## src/rtl/rom_loader_pkg.sv

```systemverilog
// ROM loader widths, slot and selection codes, pad byte, reset hold count, index union
package rom_loader_pkg;

	// ==============================
	// Address widths
	// ==============================
	localparam int ROM_ADDR_W   = 15;
	localparam int OS_ADDR_W    = 14;
	localparam int BASIC_ADDR_W = 13;
	localparam int DL_ADDR_W    = 14;

	// Aligned OS images end on this address
	localparam logic [OS_ADDR_W-1:0] OS_LAST_ADDR = 14'h3FFF;

	// Returned for unmapped or unloaded regions
	localparam logic [7:0] PAD_BYTE = 8'hFF;

	// ==============================
	// Download index codes
	// ==============================
	// Slot numbers, compared with the low six index bits
	localparam logic [5:0] SLOT_XL    = 6'd4;
	localparam logic [5:0] SLOT_BASIC = 6'd5;
	localparam logic [5:0] SLOT_OSA   = 6'd6;
	localparam logic [5:0] SLOT_OSB   = 6'd7;

	// Raw index bytes of the boot image files
	localparam logic [7:0] BOOT_XL    = 8'h00;
	localparam logic [7:0] BOOT_BASIC = 8'h40;
	localparam logic [7:0] BOOT_OSA   = 8'h80;
	localparam logic [7:0] BOOT_OSB   = 8'hC0;

	// ==============================
	// Machine selection
	// ==============================
	// Bit 1 marks an 800 machine, bit 0 picks OS-B over OS-A
	localparam logic [1:0] SEL_XL_BASIC = 2'd0;
	localparam logic [1:0] SEL_XL       = 2'd1;
	localparam logic [1:0] SEL_800_OSA  = 2'd2;
	localparam logic [1:0] SEL_800_OSB  = 2'd3;

	// Cold reset request length in clk_sys cycles
	localparam int LOAD_RESET_HOLD = 1000;
	localparam int HOLD_CNT_W      = $clog2(LOAD_RESET_HOLD + 1);

	// Download index byte, raw or as file type over slot number
	typedef union packed {
		logic [7:0] raw;
		struct packed {
			logic [1:0] ftype;
			logic [5:0] slot;
		} sel;
	} load_index_u;

endpackage

```

## src/rtl/rom_read_mux.sv

```systemverilog
// CPU ROM read selector over the four images by latched machine selection
`timescale 1ns/1ps

module rom_read_mux (
	input  logic                                  clk_sys,
	input  logic [rom_loader_pkg::ROM_ADDR_W-1:0] rom_addr_i,
	input  logic [1:0]                            rom_sel_i,
	input  logic [7:0]                            xl_data_i,
	input  logic [7:0]                            basic_data_i,
	input  logic [7:0]                            osa_data_i,
	input  logic [7:0]                            osb_data_i,
	output logic [7:0]                            rom_data_o
);
	import rom_loader_pkg::*;

	logic [1:0] addr_hi_q;

	// Keeps the region bits in step with the image read latency
	always_ff @(posedge clk_sys) begin
		addr_hi_q <= rom_addr_i[ROM_ADDR_W-1:ROM_ADDR_W-2];
	end

	// ==============================
	// Region select
	// ==============================
	// 0000-1FFF BASIC on XL+Basic, 4000-7FFF OS, the rest unmapped
	always_comb begin
		if (addr_hi_q == 2'b00 && rom_sel_i == SEL_XL_BASIC) begin
			rom_data_o = basic_data_i;
		end else if (addr_hi_q[1] && !rom_sel_i[1]) begin
			rom_data_o = xl_data_i;
		end else if (addr_hi_q[1]) begin
			rom_data_o = rom_sel_i[0] ? osb_data_i : osa_data_i;
		end else begin
			rom_data_o = PAD_BYTE;
		end
	end

endmodule

```

## config.mk

```make
export PLATFORM = sky130hd
export DESIGN_NAME = rom_read_mux
export DESIGN_NICKNAME = d
export VERILOG_FILES = /design/src/rtl/rom_loader_pkg.sv /design/src/rtl/rom_read_mux.sv
export SDC_FILE = /design/constraint.sdc
export NUM_CORES = 1
export LEC_CHECK = 0
export BUFFER_PORTS_ARGS = -buffer_cell sky130_fd_sc_hd__buf_2
export CORE_AREA = 2 2 39 41
export CTS_CLUSTER_SIZE = 8
export DETAILED_ROUTE_END_ITERATION = 10
export DIE_AREA = 0 0 41 43
export PLACE_DENSITY_LB_ADDON = 0.25
export SYNTH_ARGS = -nofsm -noshare
export SYNTH_HDL_FRONTEND = slang
export SYNTH_SLANG_ARGS = --single-unit
```

## constraint.sdc

```tcl
create_clock -name clk_sys -period 2.1 [get_ports clk_sys]
set_clock_uncertainty 0.1 [all_clocks]
set_input_delay 0.42 -clock clk_sys [delete_from_list [all_inputs] [get_ports clk_sys]]
set_output_delay 0.42 -clock clk_sys [all_outputs]
set_load 0.01 [all_outputs]
```

* Yosys cells after proc, flatten, opt, wreduce, memory -nomap -nowiden
Index checks and enable logic that the tools add are counted.
** Storage, ports and cells
- Register bits :: 2
- Bits of input ports :: 50
- Output and inout port bits :: 8
- Word-level logic and storage cells :: 10
** Cells by class
- Mux-type cells :: 4
- Reductions and logical operators :: 5
** Operator list (number)
- $mux W8 :: 4
- $logic_not A2 Y1 :: 2
- $logic_and A1 B1 Y1 :: 2
- $logic_not A1 Y1 :: 1

* Longest topological paths before layout
- Depth in word-level cells :: 4
- Gate-level depth with buffers :: 5
- Gate-level depth less buffers :: 3

* Worst setup path after synthesis
OpenSTA, ideal clock, no wires.
- Path kind :: in2out
- Start :: input port rom_sel_i[0]
- End :: output port rom_data_o[0]
- Data arrival time :: 1.239 ns
- Required time :: 1.580 ns
- Slack :: 0.341 ns
- Stages :: 5
- Path buffers :: 2
- Path through :: buf_6 or4_4 buf_6 nor2_1 a211oi_1
** Between the ends
- Cells in the longest elaborated chain, start to end :: 4
- Elaborated cells on any way between the ends :: 6
- Classes of those cells :: 4 x mux; 2 x reduce/logical
** RTL lines
- start: declaration :: RTL line rom_read_mux.sv:7 : input logic [1:0] rom_sel_i,
- $mux W8 :: RTL line rom_read_mux.sv:33 : rom_data_o = rom_sel_i[0] ? osb_data_i : osa_data_i;
- $mux W8 :: RTL line rom_read_mux.sv:32 : end else if (addr_hi_q[1]) begin
- $mux W8 :: RTL line rom_read_mux.sv:30 : end else if (addr_hi_q[1] && !rom_sel_i[1]) begin
- $mux W8 * :: RTL line rom_read_mux.sv:28 : if (addr_hi_q == 2'b00 && rom_sel_i == SEL_XL_BASIC) begin
- end: declaration :: RTL line rom_read_mux.sv:12 : output logic [7:0] rom_data_o
Mark *: on every way between the ends. The rest lies on a longest branch, timed or not.

* Worst setup path after layout
- Start :: register addr_hi_q[1]
- End :: output port rom_data_o[0]
** Between the ends
- Cells in the longest elaborated chain, start to end :: 3
- Elaborated cells on any way between the ends :: 6
- Classes of those cells :: 3 x mux; 3 x reduce/logical
** RTL lines
- start: declaration :: RTL line rom_read_mux.sv:16 : logic [1:0] addr_hi_q;
- start signal: assignment :: RTL line rom_read_mux.sv:20 : addr_hi_q <= rom_addr_i[ROM_ADDR_W-1:ROM_ADDR_W-2];
- $mux W8 (tied with other cells) :: RTL line rom_read_mux.sv:32
- $mux W8 or $logic_and A1 B1 Y1 (tied branches) :: RTL line rom_read_mux.sv:30, rom_read_mux.sv:28
- $mux W8 * :: RTL line rom_read_mux.sv:28
Marks and branches as above.

==> results_tabular.tex <==
\begin{tabular}{lr}
\hline
Metric & Value \\
\hline
\multicolumn{2}{l}{\textbf{STA}} \\
Maximum clock frequency & 0.509 GHz \\
Least-Margin Pin Slew & 0.354 ns \\
Max Slew Vio Count & 0 \\
Total negative slack & 0 ns \\
Post-layout minimum cycle time & 1.97 ns \\
Normalized max-slew margin & 0.764 \\
Final number of hold-violating endpoints & 0 \\
Post-route setup slack & 0.135 ns \\
Unrepaired setup endpoints after global routing & no \\
Finish-stage setup viols & 0 \\
Share of the clock period used by the worst path & 0.936 \\
\multicolumn{2}{l}{\textbf{Global route}} \\
Maximum number of pins on one net before global-route repair & 9 \\
Overflow left after global routing & 0 \\
Via count of the first global-routing pass & 391 \\
Total routing usage reported by global routing & 0.127 \\
Initial antenna violation count & 0 \\
Global-route wire length before repair & 1550 um \\
\multicolumn{2}{l}{\textbf{Layout}} \\
Max FFs per register & 2 \\
Area of the multi-input gates & 224 um\^{}2 \\
Finished layout cell area & 534 um\^{}2 \\
Number of fill cells in the layout & 153 \\
Register area & 40.0 um\^{}2 \\
Fraction of final layout cells with drive strength greater than 1 & 0.576 \\
Utilization after layout & 0.386 \\
Layout Area Growth over Synthesis & 81.7\% \\
\# diodes & 0 \\
Largest registers & addr\_hi\_q: 2 flops \\
Largest register by flop count & addr\_hi\_q \\
Final Instance Count excl. Fillers & 101 \\
Total Nets Final & 137 \\
\multicolumn{2}{l}{\textbf{Setup path}} \\
Required time at the worst-slack endpoint & 1.58 ns \\
Critical path data arrival time & 1.45 ns \\
Category of the worst setup path launch point & flop \\
Sort of element at the end of the critical path & output port \\
WS Path Type & reg -> out \\
Maximum fanout count along the critical path & 8 \\
Worst setup path startpoint & addr\_hi\_q[1] \\
\multicolumn{2}{l}{\textbf{Floorplan}} \\
Area enclosed by the die boundary & 1760 um\^{}2 \\
Die Wd & 41 um \\
Core ar. & 1380 um\^{}2 \\
Number of top-level pins & 58 \\
Die Span Y & 43 um \\
Cell Rows & 14 \\
Effective utilization at floorplan & 0.212 \\
\multicolumn{2}{l}{\textbf{Status}} \\
Status & complete, no violations \\
\multicolumn{2}{l}{\textbf{Yosys}} \\
Fraction of post-synthesis cell area in the top cell type by area & 0.272 \\
Area of the mapped netlist & 294 um\^{}2 \\
Syn\_nets & 91 \\
Biggest area consumer among synthesized cells & mux2i\_1 \\
Number of different library cells in the post-synthesis netlist & 10 \\
Post-synthesis area per instance & 7.17 um\^{}2 \\
Gate count after technology mapping & 41 \\
Sequential share of the synthesized area & 0.136 \\
Top cells by area, synth & mux2i\_1, a211oi\_1, nor2\_1 \\
Yosys reg bits & 2 \\
Ys Warns & 0 \\
\multicolumn{2}{l}{\textbf{CTS}} \\
Number of clock buffers inserted by TritonCTS & 3 \\
Buffers inserted during post-CTS setup optimization & 0 \\
Post-cts resize count & 0 \\
TritonCTS clock tree & yes \\
H-tree Lvls & 1 \\
Max clock buf depth & 2 \\
Clock root buffer & clkbuf\_4 \\
Number of clock sinks & 2 \\
Clock transition at the registers of the reported paths & 0.03 ns \\
Hold bufs inserted after CTS & 0 \\
\multicolumn{2}{l}{\textbf{Drt}} \\
1st-iter DRT viols & 2 \\
Remaining antenna violation count & 0 \\
Total wire length after detailed routing & 1070 um \\
TritonRoute pass-1 iters & 2 \\
Via-to-Cell Ratio & 4.35 \\
Detail-routed net length per standard cell & 10.6 um \\
Routed vias & 439 \\
Post-detailed-route DRC marker count & 0 \\
\multicolumn{2}{l}{\textbf{Hold path}} \\
Path class of the lowest-slack min-delay path & in -> reg \\
Destination of the worst hold path & addr\_hi\_q[0] \\
Number of instances on the worst hold path & 1 \\
Startpoint of the lowest-slack hold path & rom\_addr\_i[13] \\
\multicolumn{2}{l}{\textbf{Placement}} \\
DP Area & 512 um\^{}2 \\
\# placed instances & 98 \\
Gp weighted congestion & 0.551 \\
Half-perimeter wire length of the detailed placement result & 827 um \\
Place WS & 0.149 ns \\
Count of input and output buffers & 44 \\
\multicolumn{2}{l}{\textbf{Run}} \\
Number of violations of the max-capacitance limit & 0 \\
\multicolumn{2}{l}{\textbf{Power and ir drop}} \\
Leakage power & 0.000301 uW \\
P per Cell Area & 396 nW/um\^{}2 \\
Worst VDD drop & 0.186 mV \\
\hline
\end{tabular}
how the worst max path moves through the flow:
stage | cells past startpoint | slack (ns) | to
final | 4 | 0.13 | rom_data_o[0]
after global routing | 4 | 0.02 | rom_data_o[4]
after CTS | 4 | 0.11 | rom_data_o[7]
after detailed placement | 5 | 0.15 | rom_data_o[7]
after global placement | 5 | 0.15 | rom_data_o[1]
after floorplan | 5 | 0.34 | rom_data_o[0]
cell usage after synthesis, drive strengths merged:
cell,instances
a211oi,8
mux2i,8
clkbuf,1
nand2b,1
dfxtp,2
nor2,16
and2,1
buf,3
or4,1
where the power goes:
group	total, uW	switching [uW]	internal (uW)	leakage, uW
Combinational	86.0	37.7	48.3	0.000270
Sequential	41.3	0.865	40.4	0.0000169
Clock	84.3	21.3	63.0	0.0000138
critical path, stage by stage, from the launching register on:
cell and delay (ns):
dfxtp_1 0.30, or4_4 0.60, nor2_1 0.12, a211oi_1 0.05
buf_2 0.16
placed cells by master, fill, tap and decap left out, drive strengths merged:
cell / netlist / layout
nand2b: 1 / 1
a211oi: 8 / 8
nor2: 16 / 16
dfxtp: 2 / 2
or4: 1 / 1
mux2i: 8 / 8
buf: 3 / 45
and2: 1 / 1
clkbuf: 1 / 3
kinds of logic (layout without fill, tap and decap cells):
logic type | Yosys count | after routing | synth area share
compound gates | 8 | 8 | 0.204
buf+inv | 4 | 48 | 0.102
flops | 2 | 2 | 0.136
mux | 8 | 8 | 0.272
simple gates | 19 | 19 | 0.285
per-stage QoR:
step / hold WS, ns / power (uW)
finish: 0.199 / 212
global route: 0.179 / 236
CTS: 0.190 / 219
detailed placement: 0.426 / 129
global placement: 0.422 / 128
floorplan: 0.348 / 82.8
area by class of cell:
| type | instances | area share |
|---|---|---|
| clock buffer | 3 | 0.0422 |
| multi-input combinational | 35 | 0.419 |
| sequential | 2 | 0.0749 |
| tap | 16 | 0.0375 |
| timing repair buffer | 45 | 0.426 |
per-layer routing:
metal  part of all wire  track usage
met5                  0            0
met4                  0       0.0600
met3               0.15       0.0419
met1               0.41        0.131
met2               0.43        0.216
Note: power is estimated with default switching activity, not from simulation.
