### src/rtl/rom_loader_pkg.sv
// ROM loader widths, slot and selection codes, pad byte, reset hold count, index union
package rom_loader_pkg;

	// ==============================
	// Address widths
	// ==============================
	localparam int ROM_ADDR_W   = 15;
	localparam int OS_ADDR_W    = 14;
	localparam int BASIC_ADDR_W = 13;
	localparam int DL_ADDR_W    = 14;

	// Aligned OS images end on this address
	localparam logic [OS_ADDR_W-1:0] OS_LAST_ADDR = 14'h3FFF;

	// Returned for unmapped or unloaded regions
	localparam logic [7:0] PAD_BYTE = 8'hFF;

	// ==============================
	// Download index codes
	// ==============================
	// Slot numbers, compared with the low six index bits
	localparam logic [5:0] SLOT_XL    = 6'd4;
	localparam logic [5:0] SLOT_BASIC = 6'd5;
	localparam logic [5:0] SLOT_OSA   = 6'd6;
	localparam logic [5:0] SLOT_OSB   = 6'd7;

	// Raw index bytes of the boot image files
	localparam logic [7:0] BOOT_XL    = 8'h00;
	localparam logic [7:0] BOOT_BASIC = 8'h40;
	localparam logic [7:0] BOOT_OSA   = 8'h80;
	localparam logic [7:0] BOOT_OSB   = 8'hC0;

	// ==============================
	// Machine selection
	// ==============================
	// Bit 1 marks an 800 machine, bit 0 picks OS-B over OS-A
	localparam logic [1:0] SEL_XL_BASIC = 2'd0;
	localparam logic [1:0] SEL_XL       = 2'd1;
	localparam logic [1:0] SEL_800_OSA  = 2'd2;
	localparam logic [1:0] SEL_800_OSB  = 2'd3;

	// Cold reset request length in clk_sys cycles
	localparam int LOAD_RESET_HOLD = 1000;
	localparam int HOLD_CNT_W      = $clog2(LOAD_RESET_HOLD + 1);

	// Download index byte, raw or as file type over slot number
	typedef union packed {
		logic [7:0] raw;
		struct packed {
			logic [1:0] ftype;
			logic [5:0] slot;
		} sel;
	} load_index_u;

endpackage

### src/rtl/machine_config.sv
// Machine selection latch and cold reset request after a system ROM download
`timescale 1ns/1ps

module machine_config (
	input  logic                        clk_sys,
	input  logic                        areset,
	input  logic [1:0]                  machine_sel_i,
	input  logic [2:0]                  ram_xl_i,
	input  logic [2:0]                  ram_800_i,
	input  logic                        dl_active_i,
	input  rom_loader_pkg::load_index_u dl_index_i,
	output logic [1:0]                  rom_sel_o,
	output logic                        mode800_o,
	output logic [2:0]                  ram_config_o,
	output logic                        load_reset_o
);
	import rom_loader_pkg::*;

	logic [5:0]            slot;
	logic                  sys_slot;
	logic                  dl_sys_q;
	logic                  dl_end;
	logic                  dl_end_q;
	logic                  reset_req;
	logic                  reset_req_q;
	logic                  any_800;
	logic [HOLD_CNT_W-1:0] hold_cnt_q;

	// ==============================
	// Configuration latch
	// ==============================
	// Only follows the menu while the machine is held in reset
	always_ff @(posedge clk_sys) begin
		if (areset) begin
			rom_sel_o    <= machine_sel_i;
			mode800_o    <= machine_sel_i[1];
			ram_config_o <= machine_sel_i[1] ? ram_800_i : ram_xl_i;
		end
	end

	// ==============================
	// Reset requirement
	// ==============================
	assign slot     = dl_index_i.sel.slot;
	assign sys_slot = (slot[5:2] == SLOT_XL[5:2]);
	assign any_800  = machine_sel_i[1] | rom_sel_o[1];

	// A reload needs a reset when the live or the latched machine uses that ROM
	always_comb begin
		reset_req = 1'b0;
		if (slot == SLOT_XL) begin
			reset_req = ~machine_sel_i[1] | ~rom_sel_o[1];
		end else if (slot == SLOT_BASIC) begin
			reset_req = (machine_sel_i == SEL_XL_BASIC) | (rom_sel_o == SEL_XL_BASIC);
		end else if (slot == SLOT_OSA) begin
			reset_req = any_800 & (~machine_sel_i[0] | ~rom_sel_o[0]);
		end else if (slot == SLOT_OSB) begin
			reset_req = any_800 & (machine_sel_i[0] | rom_sel_o[0]);
		end
	end

	// Falling edge of a system ROM download
	assign dl_end = dl_sys_q & ~dl_active_i;

	always_ff @(posedge clk_sys) begin
		if (areset) begin
			dl_sys_q    <= 1'b0;
			dl_end_q    <= 1'b0;
			reset_req_q <= 1'b0;
		end else begin
			dl_sys_q <= dl_active_i & sys_slot;
			dl_end_q <= dl_end;
			if (dl_active_i) begin
				reset_req_q <= reset_req;
			end
		end
	end

	// ==============================
	// Request pulse
	// ==============================
	always_ff @(posedge clk_sys) begin
		if (areset) begin
			load_reset_o <= 1'b0;
			hold_cnt_q   <= HOLD_CNT_W'(LOAD_RESET_HOLD);
		end else if (dl_end_q) begin
			load_reset_o <= reset_req_q;
			hold_cnt_q   <= '0;
		end else if (hold_cnt_q < HOLD_CNT_W'(LOAD_RESET_HOLD)) begin
			hold_cnt_q <= hold_cnt_q + 1'b1;
		end else begin
			load_reset_o <= 1'b0;
		end
	end

endmodule

### config.mk
export PLATFORM = sky130hd
export DESIGN_NAME = machine_config
export DESIGN_NICKNAME = d
export VERILOG_FILES = /design/src/rtl/rom_loader_pkg.sv /design/src/rtl/machine_config.sv
export SDC_FILE = /design/constraint.sdc
export NUM_CORES = 1
export LEC_CHECK = 0
export BUFFER_PORTS_ARGS = -buffer_cell sky130_fd_sc_hd__buf_2
export CORE_MARGIN = 4
export CORE_UTILIZATION = 35
export DETAILED_ROUTE_END_ITERATION = 12
export GPL_TIMING_DRIVEN = 1
export HOLD_SLACK_MARGIN = 0.08
export PLACE_DENSITY = 0.61
export SYNTH_ARGS = -nofsm -noshare
export SYNTH_HDL_FRONTEND = slang
export SYNTH_SLANG_ARGS = --single-unit
### constraint.sdc
create_clock -name clk_sys -period 3.85 [get_ports clk_sys]
set_clock_uncertainty 0.05 [all_clocks]
set_input_delay 1.155 -clock clk_sys [delete_from_list [all_inputs] [get_ports clk_sys]]
set_output_delay 1.155 -clock clk_sys [all_outputs]
set_load 0.01 [all_outputs]
; After elaboration in Yosys (flattened, before gate mapping)
; Index checks and enable logic that the tools add are counted.
[totals]
ramBits = 0
romBits = 0
register_bits = 20
latch_bits = 0
inputBits = 19
elab_cells = 44
output_inout_bits = 7
memories = 0
[classes]
mux = 9
eq_ne = 6
bitwise = 14
add_sub_neg = 1
multipliers = 0
n_lt_le_gt_ge = 1
div = 0
shift = 0
n_reduce_logical = 4
[op_table]
columns = cell, count
row1 = $eq 6x3->1 const B, 4
row2 = $mux 10, 2
row3 = $add 10x1->10 const B, 1
row4 = $lt 10x10->1 const B, 1
row5 = $mux 1, 6
row6 = $not 1->1, 5
row7 = $or 1x1->1, 5
row8 = $and 1x1->1, 4
row9 = $eq 4x1->1 const B, 1
row10 = $logic_not 2->1, 2
row11 = $mux 3, 1
row12 = $ne 2x2->1 const B, 1
row13 = $reduce_bool 2->1, 1
row14 = $reduce_or 2->1, 1

; Logic depth before layout (Yosys ltp)
; Gate-level depths: netlist (run 1).
[logic_depth]
depth_word = 6
depth_mapped = 5
ltp_nobuf = 5

; Worst setup path after synthesis (run 1)
; Ideal clock, no wire load.
[synth_timing]
path_type = input to register
start = in areset
end = reg reset_req_q
n_path_buf = 1
path_stages = 3
setup_time_ns = 0.117
arrival_ns = 1.722
slack_ns = 1.960
required_ns = 3.683
path_cell_list = clkbuf_1 > nor3_1 > a32o_1
[synth_lines]
columns = element, line_no
row1 = "start, declared", machine_config.sv:6  ; input logic areset,
row2 = "end signal, assigned", machine_config.sv:74  ; reset_req_q <= reset_req;
row3 = "end, declared", machine_config.sv:25  ; logic reset_req_q;

==> reports/qor_table.md, run 1 <==
| Metric | This run |
|---|---|
| Top Family by Delay on Critical Path | flip-flops |
| Fraction of synthesized cell area taken by the top area cell type | 32.0% |
| Filler Cell Count | 232 |
| Die boundary height | 58.0 microns |
| Post-synth cell types | 31 |
| Antenna Violating Nets Remaining | 0 |
| Buffer cell driving the clock tree root | clkbuf_4 |
| H-tree depth reported by CTS | 1 |
| Share of the clock period used by the worst path after layout | 55.7% |
| Synthesized area | 875 sq um |
| Flop and latch count out of synthesis | 19 |
| Clock Tree Buf Depth | 2 |
| Initial antenna violation count | 0 |
| Worst slack at placement | 1810 ps |
| Worst path slowest cell | edfxtp_1 |
| Overall global routing resource usage | 11.4% |
| Most utilized layer in the global route result | met2 |
| Endpoint required time on the critical path | 2640 ps |
| Layout area overhead | 17.6% |
| Worst Path Max Fanout | 6 |
| Count of boundary I/O pins | 26 |
| Final worst setup slack | 1700 ps |
| Warnings, synthesis | 0 |
| Floorplan row count | 17 |
| Setup Crit Path Kind | register to primary output |
| DRT Wirelength | 1680 microns |
| Fraction of the yosys area taken by sequential cells | 49.2% |
| CTS tree | built |
| GRT met2 Usage | 20.3% |
| Min-Delay Path Class | register to register |
| Final Hold Fails | 0 |
| Peak per-stage delay on the critical path | 470 ps |
| DR WL/cell | 12.0 microns |
| Count of endpoints failing setup in the final report | 0 |
| Critical-path cell list | buf_2 |
| Cell with the most instances after synthesis | dfxtp_1 |
| Setup repair after global routing missed its margin | false |
| Total number of vias | 753 |
| Setup crit start kind | register |
| Cells taking the most area after synthesis | dfxtp_1, edfxtp_1, xnor2_1 |
| VDD IR-drop max | 0.000171 V |
| Leading post-synthesis cells by instance count | dfxtp_1, inv_1, o21ai_0 |
| Sort of element at the end of the critical path | primary output |
| Die width | 58.0 microns |
| Number of enable-type register cells in the synthesized netlist | 5 |
| Starting Density | 38.1% |
| Leakage dissipation | 0.404 nW |
| Worst skew pair latency | 290 ps |
| Hold buffers post-CTS | 0 |
| Total setup buffers inserted after CTS | 0 |
| Fraction of layout cells with a size suffix above 1 | 28.6% |
| Setup TNS | 0 ps |
| Count of input and output buffers | 23 |
| DRC violations left | 0 |
| Post-DR vias/cell | 5.38 |
| Total power per unit cell area | 334 mW/mm^2 |
| Final weighted congestion in routability-driven placement | 0.765 |
| Clock transition time at the flip-flop clock pins of the worst setup and hold paths | 100 ps |
| Run status | completed |
| Half-perimeter wire length after detailed placement | 1280 microns |
| Largest net degree at the start of global routing | 15 |
| Ant diodes | 0 |
| Average footprint of a synthesized cell | 9.72 sq um |
| Endpoint arrival time on the critical path | 940 ps |
| Final min period | 2150 ps |
| Net count after synthesis | 110 |
| Crit path buffers/inverters | 1 |
| Instance count of the mapped netlist | 90 |
| Placed instance area | 0.00100 sq mm |
| Least-Margin Pin Slew | 425 ps |
| GR Util met3 | 2.00% |
| Max Cap Violations | 0 |
| Post-route design area | 0.00103 sq mm |
| Yosys top cell by area | dfxtp_1 |
| Net count reported at finish | 133 |
| Post-cts resize count | 0 |
| Prevailing post-synth register cell | dfxtp_1 |
| Total die area | 0.00336 sq mm |
| Grt ovf | 0 |
| Sink Count | 19 |
| Achievable clock frequency | 0.466 GHz |
| Final max-slew violation count | 0 |
| Via count of the first global-routing pass | 736 |
| Iteration-0 DRC count of the detailed router | 10 |
| Asr flop ratio synth | 0% |
| First-pass GRT wire length | 2990 microns |
| Met1 global-route usage | 12.8% |
| Clock buffers created by TritonCTS | 3 |
| Length of the first detailed-routing pass in iterations | 4 |
| Core outline area | 0.00230 sq mm |
| Slew margin rel. | 71.6% |
## final timing paths
check                                                 from                         end  slack [ps]  cells past startpoint
worst max-delay path                rom_sel_o[1]$_DFFE_PP_                   mode800_o        1700                      1
worst min-delay path                   dl_sys_q$_SDFF_PP0_         dl_end_q$_SDFF_PP0_         390                      1
worst max register to register  hold_cnt_q[4]$_SDFFE_PP0N_  hold_cnt_q[5]$_SDFFE_PP1P_        2440                      3
worst min register to register         dl_sys_q$_SDFF_PP0_         dl_end_q$_SDFF_PP0_         390                      1
## kinds of logic after synthesis
family                     share of synthesized area [%]
and+or+nand+nor                                     17.9
xor gates and xnor gates                            4.01
adders and majority gates                           1.43
AOI/OAI and AO/OA                                   17.3
muxes                                               5.01
DFF                                                 49.2
buffers and inverters                               5.15
## state kept, by name, summed over array words and instances (netlist names)
signal	cells
rom_sel_o	2
hold_cnt_q	10
load_reset_o	1
reset_req_q	1
dl_end_q	1
ram_config_o	3
dl_sys_q	1
## area by class of cell
cell class                 count  area [sq um]  area share, %
clock buffer                   4          26.3           2.55
inverter                       6          22.5           2.19
multi-input combinational     60           399           38.8
sequential                    19           430           41.8
tap                           28          35.0           3.41
timing repair buffer          23           115           11.2
## where the power goes
group,internal (W),switching (W),total [W],leakage [nW]
sequential,0.000211,0.00000361,0.000215,0.162
combinational,0.0000155,0.0000157,0.0000312,0.227
clock,0.0000403,0.0000579,0.0000982,0.0150
total,0.000267,0.0000772,0.000344,0.404
## metrics by stage
| stage | util, % | hold WS, ps | cells | power, W |
|---|---|---|---|---|
| final | 44.8 | 389 | 140 | 0.000344 |
| after global routing | 44.8 | 408 | 140 | 0.000364 |
| after CTS | 44.8 | 393 | 140 | 0.000352 |
| after detailed placement | 43.6 | 368 | 136 | 0.000251 |
| after global placement | 43.6 | 363 | 136 | 0.000250 |
| after floorplan | - | 356 | 90 | 0.000234 |
## cells in the final DEF (no fill, tap or decap), drive strengths merged
| master | Yosys | routed |
|---|---|---|
| nand4bb | 1 | 1 |
| mux2 | 3 | 3 |
| nor3 | 7 | 7 |
| o21bai | 1 | 1 |
| nor2 | 5 | 5 |
| and2 | 1 | 1 |
| o221ai | 1 | 1 |
| a21oi | 3 | 3 |
| edfxtp | 5 | 5 |
| o311ai | 1 | 1 |
| o2111a | 1 | 1 |
| nand2 | 4 | 4 |
| nand3 | 4 | 4 |
| buf | 1 | 23 |
| a32o | 1 | 1 |
| a31oi | 5 | 5 |
| o31ai | 1 | 1 |
| xnor2 | 4 | 4 |
| clkbuf | 4 | 4 |
| inv | 6 | 6 |
| nand4 | 2 | 2 |
| or3 | 2 | 2 |
| nor3b | 1 | 1 |
| nand3b | 1 | 1 |
| ha | 1 | 1 |
| a2111oi | 1 | 1 |
| mux2i | 1 | 1 |
| dfxtp | 14 | 14 |
| o21ai | 8 | 8 |
## routing by layer
metal	wire length, microns	vias to the layer above
met5	0	-
met4	12	0
met3	75	2
met2	855	15
met1	740	359
li1	-	377
Power figures use the tool's default switching activity.
==> inputs of run 2 (changes only) <==
--- a/config.mk
+++ b/config.mk
@@ -11,7 +11,7 @@
 export DETAILED_ROUTE_END_ITERATION = 12
 export GPL_TIMING_DRIVEN = 1
 export HOLD_SLACK_MARGIN = 0.08
-export PLACE_DENSITY = 0.61
+export PLACE_DENSITY = 0.63
 export SYNTH_ARGS = -nofsm -noshare
 export SYNTH_HDL_FRONTEND = slang
 export SYNTH_SLANG_ARGS = --single-unit
==> constraint.sdc (replaced) <==
create_clock -name clk_sys -period 1.8 [get_ports clk_sys]
set_clock_uncertainty 0.05 [all_clocks]
set_input_delay 0.54 -clock clk_sys [delete_from_list [all_inputs] [get_ports clk_sys]]
set_output_delay 0.54 -clock clk_sys [all_outputs]
set_load 0.01 [all_outputs]
==> run 2 against run 1 <==
Compared with the run above: first-iteration DRC count down 10%; count of clock-buffer cells in the layout did not move; highest routed layer unchanged; final area unchanged; clock power up 120%; hold slack worse by 18 ps; flip-flop and latch count unchanged.
==> reports/qor_table.md, run 2 (synthesized netlist as in run 1, its figures left out) <==
| Metric | This run |
|---|---|
| Run status | completed |
| Count of boundary I/O pins | 26 |
| Worst skew pair latency | 290 ps |
| Die boundary height | 58.0 microns |
| Hold path start | dl_index_i[4] |
| DRC violations left | 0 |
| WHS Path Cells | 2 |
| Worst Path Max Fanout | 6 |
| Worst path slowest cell | edfxtp_1 |
| Endpoint arrival time on the critical path | 940 ps |
| Largest net degree at the start of global routing | 15 |
| Antenna Violating Nets Remaining | 0 |
| Max Cap Violations | 0 |
| Total setup buffers inserted after CTS | 0 |
| Clock buffers created by TritonCTS | 3 |
| Iteration-0 DRC count of the detailed router | 9 |
| Leading cell type in the layout, fill and taps excluded | buf_2 |
| Worst R2R Path Depth | 5 |
| Filler Cell Count | 220 |
| Final max-slew violation count | 0 |
| Multi-input gate area in the final layout | 399 sq um |
| Final weighted congestion in routability-driven placement | 0.747 |
| Biggest register | hold_cnt_q |
| CTS tree | built |
| Initial antenna violation count | 0 |
| Setup crit start kind | register |
| Count of endpoints failing setup in the final report | 0 |
| Count of input and output buffers | 23 |
| Total power per unit cell area | 719 mW/mm^2 |
| Final worst setup slack | 267 ps |
| Placed instance area | 0.00100 sq mm |
| Buffer cell driving the clock tree root | clkbuf_4 |
| Die width | 58.0 microns |
| Total die area | 0.00336 sq mm |
| Hold buffers post-CTS | 0 |
| Clock transition time at the flip-flop clock pins of the worst setup and hold paths | 110 ps |
| Core Util, Final | 44.8% |
| Worst R2R Setup Slack | 380 ps |
| Starting Density | 38.1% |
| Clock Tree Buf Depth | 2 |
| Half-perimeter wire length after detailed placement | 1300 microns |
| Endpoint required time on the critical path | 1210 ps |
| Post-route design area | 0.00103 sq mm |
| Setup TNS | 0 ps |
| Slew margin rel. | 68.7% |
| Grt ovf | 0 |
| Share of the clock period used by the worst path after layout | 85.1% |
| VDD IR-drop max | 0.000378 V |
| Fraction of layout cells with a size suffix above 1 | 28.6% |
| Post-DR vias/cell | 5.24 |
| Hold EP | dl_sys_q$_SDFF_PP0_ |
| Register cell area after layout | 430 sq um |
| Length of the first detailed-routing pass in iterations | 4 |
| Setup Crit Path Kind | register to primary output |
| Final min period | 1530 ps |
| Min-Delay Path Class | input pin to register |
| Largest registers in the final layout | hold_cnt_q: 10 flops, ram_config_o: 3 flops, rom_sel_o: 2 flops |
| Worst slack at placement | 379 ps |
| Worst flop-to-flop path startpoint | hold_cnt_q[0]$_SDFFE_PP0N_ |
| Floorplan row count | 17 |
| DRT Wirelength | 1720 microns |
| Most used cells in the layout excluding fill and tap cells | buf_2, dfxtp_1, inv_1, o21ai_0 |
| Core outline area | 0.00230 sq mm |
| Crit path buffers/inverters | 1 |
| Layout area overhead | 17.6% |
| Peak per-stage delay on the critical path | 480 ps |
| Number of flip-flops under the largest register name | 10 |
| Reg-to-Reg End | hold_cnt_q[6]$_SDFFE_PP1P_ |
| Via count of the first global-routing pass | 742 |
| Ant diodes | 0 |
| Total number of vias | 733 |
| Critical-path cell list | buf_2 |
| First-pass GRT wire length | 2980 microns |
| Sink Count | 19 |
| H-tree depth reported by CTS | 1 |
| Overall global routing resource usage | 11.2% |
| Final Hold Fails | 0 |
| Least-Margin Pin Slew | 469 ps |
| Sort of element at the end of the critical path | primary output |
| DR WL/cell | 12.3 microns |
| Achievable clock frequency | 0.653 GHz |
| Setup repair after global routing missed its margin | false |
| Top Family by Delay on Critical Path | flip-flops |
| Post-cts resize count | 0 |
| Leakage dissipation | 0.404 nW |
| Net count reported at finish | 133 |
## run 2: cell counts in the layout (fill, tap and decap cells not counted)
Identical to the previous run, type by type.
## run 2: how the worst max path moves through the flow
stage,slack (ps),endpoint,startpoint,cells past startpoint
after floorplan,500,hold_cnt_q[6]$_SDFFE_PP1P_,hold_cnt_q[0]$_SDFFE_PP0N_,5
after global placement,400,hold_cnt_q[6]$_SDFFE_PP1P_,hold_cnt_q[0]$_SDFFE_PP0N_,5
after detailed placement,380,reset_req_q$_SDFFE_PP0P_,machine_sel_i[1],5
after CTS,260,rom_sel_o[1],rom_sel_o[1]$_DFFE_PP_,1
after global routing,220,rom_sel_o[1],rom_sel_o[1]$_DFFE_PP_,1
final,270,rom_sel_o[1],rom_sel_o[1]$_DFFE_PP_,1
## run 2: metal layers
metal | up-vias | global-route usage [%] | wire length [microns]
met5 | - | 0 | 0
li1 | 373 | - | -
met1 | 341 | 12.9 | 743
met2 | 17 | 19.5 | 874
met4 | 0 | 4.97 | 10
met3 | 2 | 2.67 | 93
## run 2: report_power, final
part	switching (W)	internal (W)	leakage [nW]
registers	0.00000742	0.000451	0.162
logic	0.0000340	0.0000331	0.227
clock network	0.000128	0.0000860	0.0150
total	0.000169	0.000570	0.404
## run 2: layout make-up
cell class	instances	area share [%]
flip-flops and latches	19	41.8
multi-input cells	60	38.8
repair buffers	23	11.2
well taps	28	3.41
clock buffers	4	2.55
inverters	6	2.19
## run 2: stage by stage
step,hold slack [ps],power (W),instances
6_report,370,0.000739,140
4_1_cts,364,0.000748,140
3_3_place_gp,363,0.000533,136
3_5_place_dp,367,0.000536,136
5_1_grt,373,0.000766,140
2_1_floorplan,356,0.000500,90
==> inputs of run 3 (changes only) <==
--- a/config.mk
+++ b/config.mk
@@ -6,12 +6,11 @@
 export NUM_CORES = 1
 export LEC_CHECK = 0
 export BUFFER_PORTS_ARGS = -buffer_cell sky130_fd_sc_hd__buf_2
-export CORE_MARGIN = 4
 export CORE_UTILIZATION = 35
 export DETAILED_ROUTE_END_ITERATION = 12
 export GPL_TIMING_DRIVEN = 1
 export HOLD_SLACK_MARGIN = 0.08
-export PLACE_DENSITY = 0.63
+export PLACE_DENSITY = 0.61
 export SYNTH_ARGS = -nofsm -noshare
 export SYNTH_HDL_FRONTEND = slang
 export SYNTH_SLANG_ARGS = --single-unit
==> constraint.sdc (replaced) <==
create_clock -name clk_sys -period 1.7 [get_ports clk_sys]
set_clock_uncertainty 0.05 [all_clocks]
set_input_delay 0.51 -clock clk_sys [delete_from_list [all_inputs] [get_ports clk_sys]]
set_output_delay 0.51 -clock clk_sys [all_outputs]
set_load 0.01 [all_outputs]
==> run 3 against run 2 <==
Compared with the run above: combinational power rose by 3.9%; via count rose by 1.4%; critical path type unchanged; sequential power rose by 5.9%; hold slack got worse by 43 ps; largest cell class unchanged; die area fell by 20%.
==> reports/qor_table.md, run 3 (synthesized netlist as in run 1, its figures left out) <==
| Metric | This run |
|---|---|
| Total setup buffers inserted after CTS | 0 |
| Clock network fraction of design power | 28.6% |
| Setup crit start kind | register |
| Total chip power | 0.000778 W |
| Worst path slowest cell | edfxtp_1 |
| Layout area overhead | 17.7% |
| Critical-path cell list | buf_2 |
| Fraction of layout cells with a size suffix above 1 | 29.5% |
| Net count reported at finish | 133 |
| Least-Margin Pin Slew | 457 ps |
| Slew margin rel. | 69.5% |
| Worst skew pair latency | 290 ps |
| Worst slack at placement | 258 ps |
| Final weighted congestion in routability-driven placement | 0.818 |
| GR Util met3 | 1.75% |
| Most used cells in the layout excluding fill and tap cells | buf_2, dfxtp_1, inv_1, o21ai_0 |
| Worst R2R Setup Slack | 240 ps |
| CTS tree | built |
| Via count of the first global-routing pass | 637 |
| Hold EP | dl_sys_q$_SDFF_PP0_ |
| Die width | 52.0 microns |
| Sw Ratio | 22.8% |
| Starting Density | 38.4% |
| Largest net degree at the start of global routing | 15 |
| WHS Path Cells | 2 |
| Post-route design area | 0.00103 sq mm |
| Peak per-stage delay on the critical path | 470 ps |
| Post-cts resize count | 0 |
| Most utilized layer in the global route result | met2 |
| Switching component of the power | 0.000178 W |
| Total number of vias | 743 |
| Post-DR vias/cell | 5.31 |
| Total die area | 0.00270 sq mm |
| Hold path start | dl_index_i[4] |
| Largest registers in the final layout | hold_cnt_q: 10 flops, ram_config_o: 3 flops, rom_sel_o: 2 flops |
| Final Hold Fails | 0 |
| Clock buffers created by TritonCTS | 3 |
| Buffer cell driving the clock tree root | clkbuf_4 |
| Endpoint required time on the critical path | 1140 ps |
| Crit path buffers/inverters | 1 |
| Die boundary height | 52.0 microns |
| Combinational share of power | 9.0% |
| Met1 global-route usage | 15.7% |
| Pint | 0.000600 W |
| Initial antenna violation count | 0 |
| Top Family by Delay on Critical Path | flip-flops |
| DRT Wirelength | 1600 microns |
| GRT met2 Usage | 21.6% |
| Final worst setup slack | 198 ps |
| Grt ovf | 0 |
| Setup TNS | 0 ps |
| Clock Tree Buf Depth | 2 |
| Worst Path Max Fanout | 6 |
| Worst flop-to-flop path startpoint | hold_cnt_q[3]$_SDFFE_PP1P_ |
| Min-Delay Path Class | input pin to register |
| DR WL/cell | 11.5 microns |
| Tightest hold margin | 328 ps |
| Length of the first detailed-routing pass in iterations | 4 |
| Placed instance area | 0.00100 sq mm |
| Worst R2R Path Depth | 3 |
| Final max-slew violation count | 0 |
| Number of flip-flops under the largest register name | 10 |
| Endpoint arrival time on the critical path | 940 ps |
| H-tree depth reported by CTS | 1 |
| Half-perimeter wire length after detailed placement | 1210 microns |
| Biggest register | hold_cnt_q |
| Sequential share of power | 62.4% |
| VDD IR-drop max | 0.000435 V |
| Antenna Violating Nets Remaining | 0 |
| Count of boundary I/O pins | 26 |
| Ant diodes | 0 |
| Setup Crit Path Kind | register to primary output |
| Overall global routing resource usage | 13.0% |
| Max Cap Violations | 0 |
| Core outline area | 0.00228 sq mm |
| Clock transition time at the flip-flop clock pins of the worst setup and hold paths | 110 ps |
| Leading cell type in the layout, fill and taps excluded | buf_2 |
| DRC violations left | 0 |
| Run status | completed |
| Reg-to-Reg End | hold_cnt_q[5]$_SDFFE_PP1P_ |
| Count of endpoints failing setup in the final report | 0 |
| Total power per unit cell area | 755 mW/mm^2 |
| Floorplan row count | 17 |
| Share of the clock period used by the worst path after layout | 88.3% |
| First-pass GRT wire length | 2560 microns |
| Achievable clock frequency | 0.666 GHz |
| Hold buffers post-CTS | 0 |
| Iteration-0 DRC count of the detailed router | 9 |
| Count of input and output buffers | 23 |
| Leakage dissipation | 0.407 nW |
| Sink Count | 19 |
| Total number of cells along the worst setup path | 1 |
| Final min period | 1500 ps |
| Sort of element at the end of the critical path | primary output |
| Setup repair after global routing missed its margin | false |
[run 3: worst max-delay path by stage]
stage	slack, ps	from	endpoint
after detailed placement	260	hold_cnt_q[3]$_SDFFE_PP1P_	hold_cnt_q[5]$_SDFFE_PP1P_
after global routing	140	rom_sel_o[1]$_DFFE_PP_	rom_sel_o[1]
final	200	rom_sel_o[1]$_DFFE_PP_	rom_sel_o[1]
after floorplan	400	hold_cnt_q[0]$_SDFFE_PP0N_	hold_cnt_q[6]$_SDFFE_PP1P_
after CTS	180	rom_sel_o[1]$_DFFE_PP_	rom_sel_o[1]
after global placement	300	hold_cnt_q[0]$_SDFFE_PP0N_	hold_cnt_q[6]$_SDFFE_PP1P_
[run 3: per-layer routing]
layer	routed length, microns	up-vias
met5	0	-
li1	-	376
met4	10	0
met3	59	2
met1	742	347
met2	791	18
[run 3: metrics by stage]
| stage | std cells | util [%] |
|---|---|---|
| finish | 140 | 45.2 |
| global route | 140 | 45.2 |
| floorplan | 90 | - |
| CTS | 140 | 45.2 |
| global placement | 136 | 44.0 |
| detailed placement | 136 | 44.0 |
[run 3: final cells by class]
class                           instances  area (sq um)
Inverter                                6          22.5
Timing Repair Buffer                   23           115
Clock buffer                            3          22.5
Multi-Input combinational cell         60           399
Clock inverter                          1          5.00
Fill cell                             216          1250
Tap cell                               28          35.0
Sequential cell                        19           430
[run 3: power by group through the flow]
stage	combinational (W)	sequential, W	clock (W)
after floorplan	0.0000288	0.000501	0
after global placement	0.0000687	0.000496	0
after detailed placement	0.0000704	0.000496	0
after CTS	0.0000705	0.000486	0.000234
after global routing	0.0000766	0.000488	0.000259
final	0.0000697	0.000486	0.000223
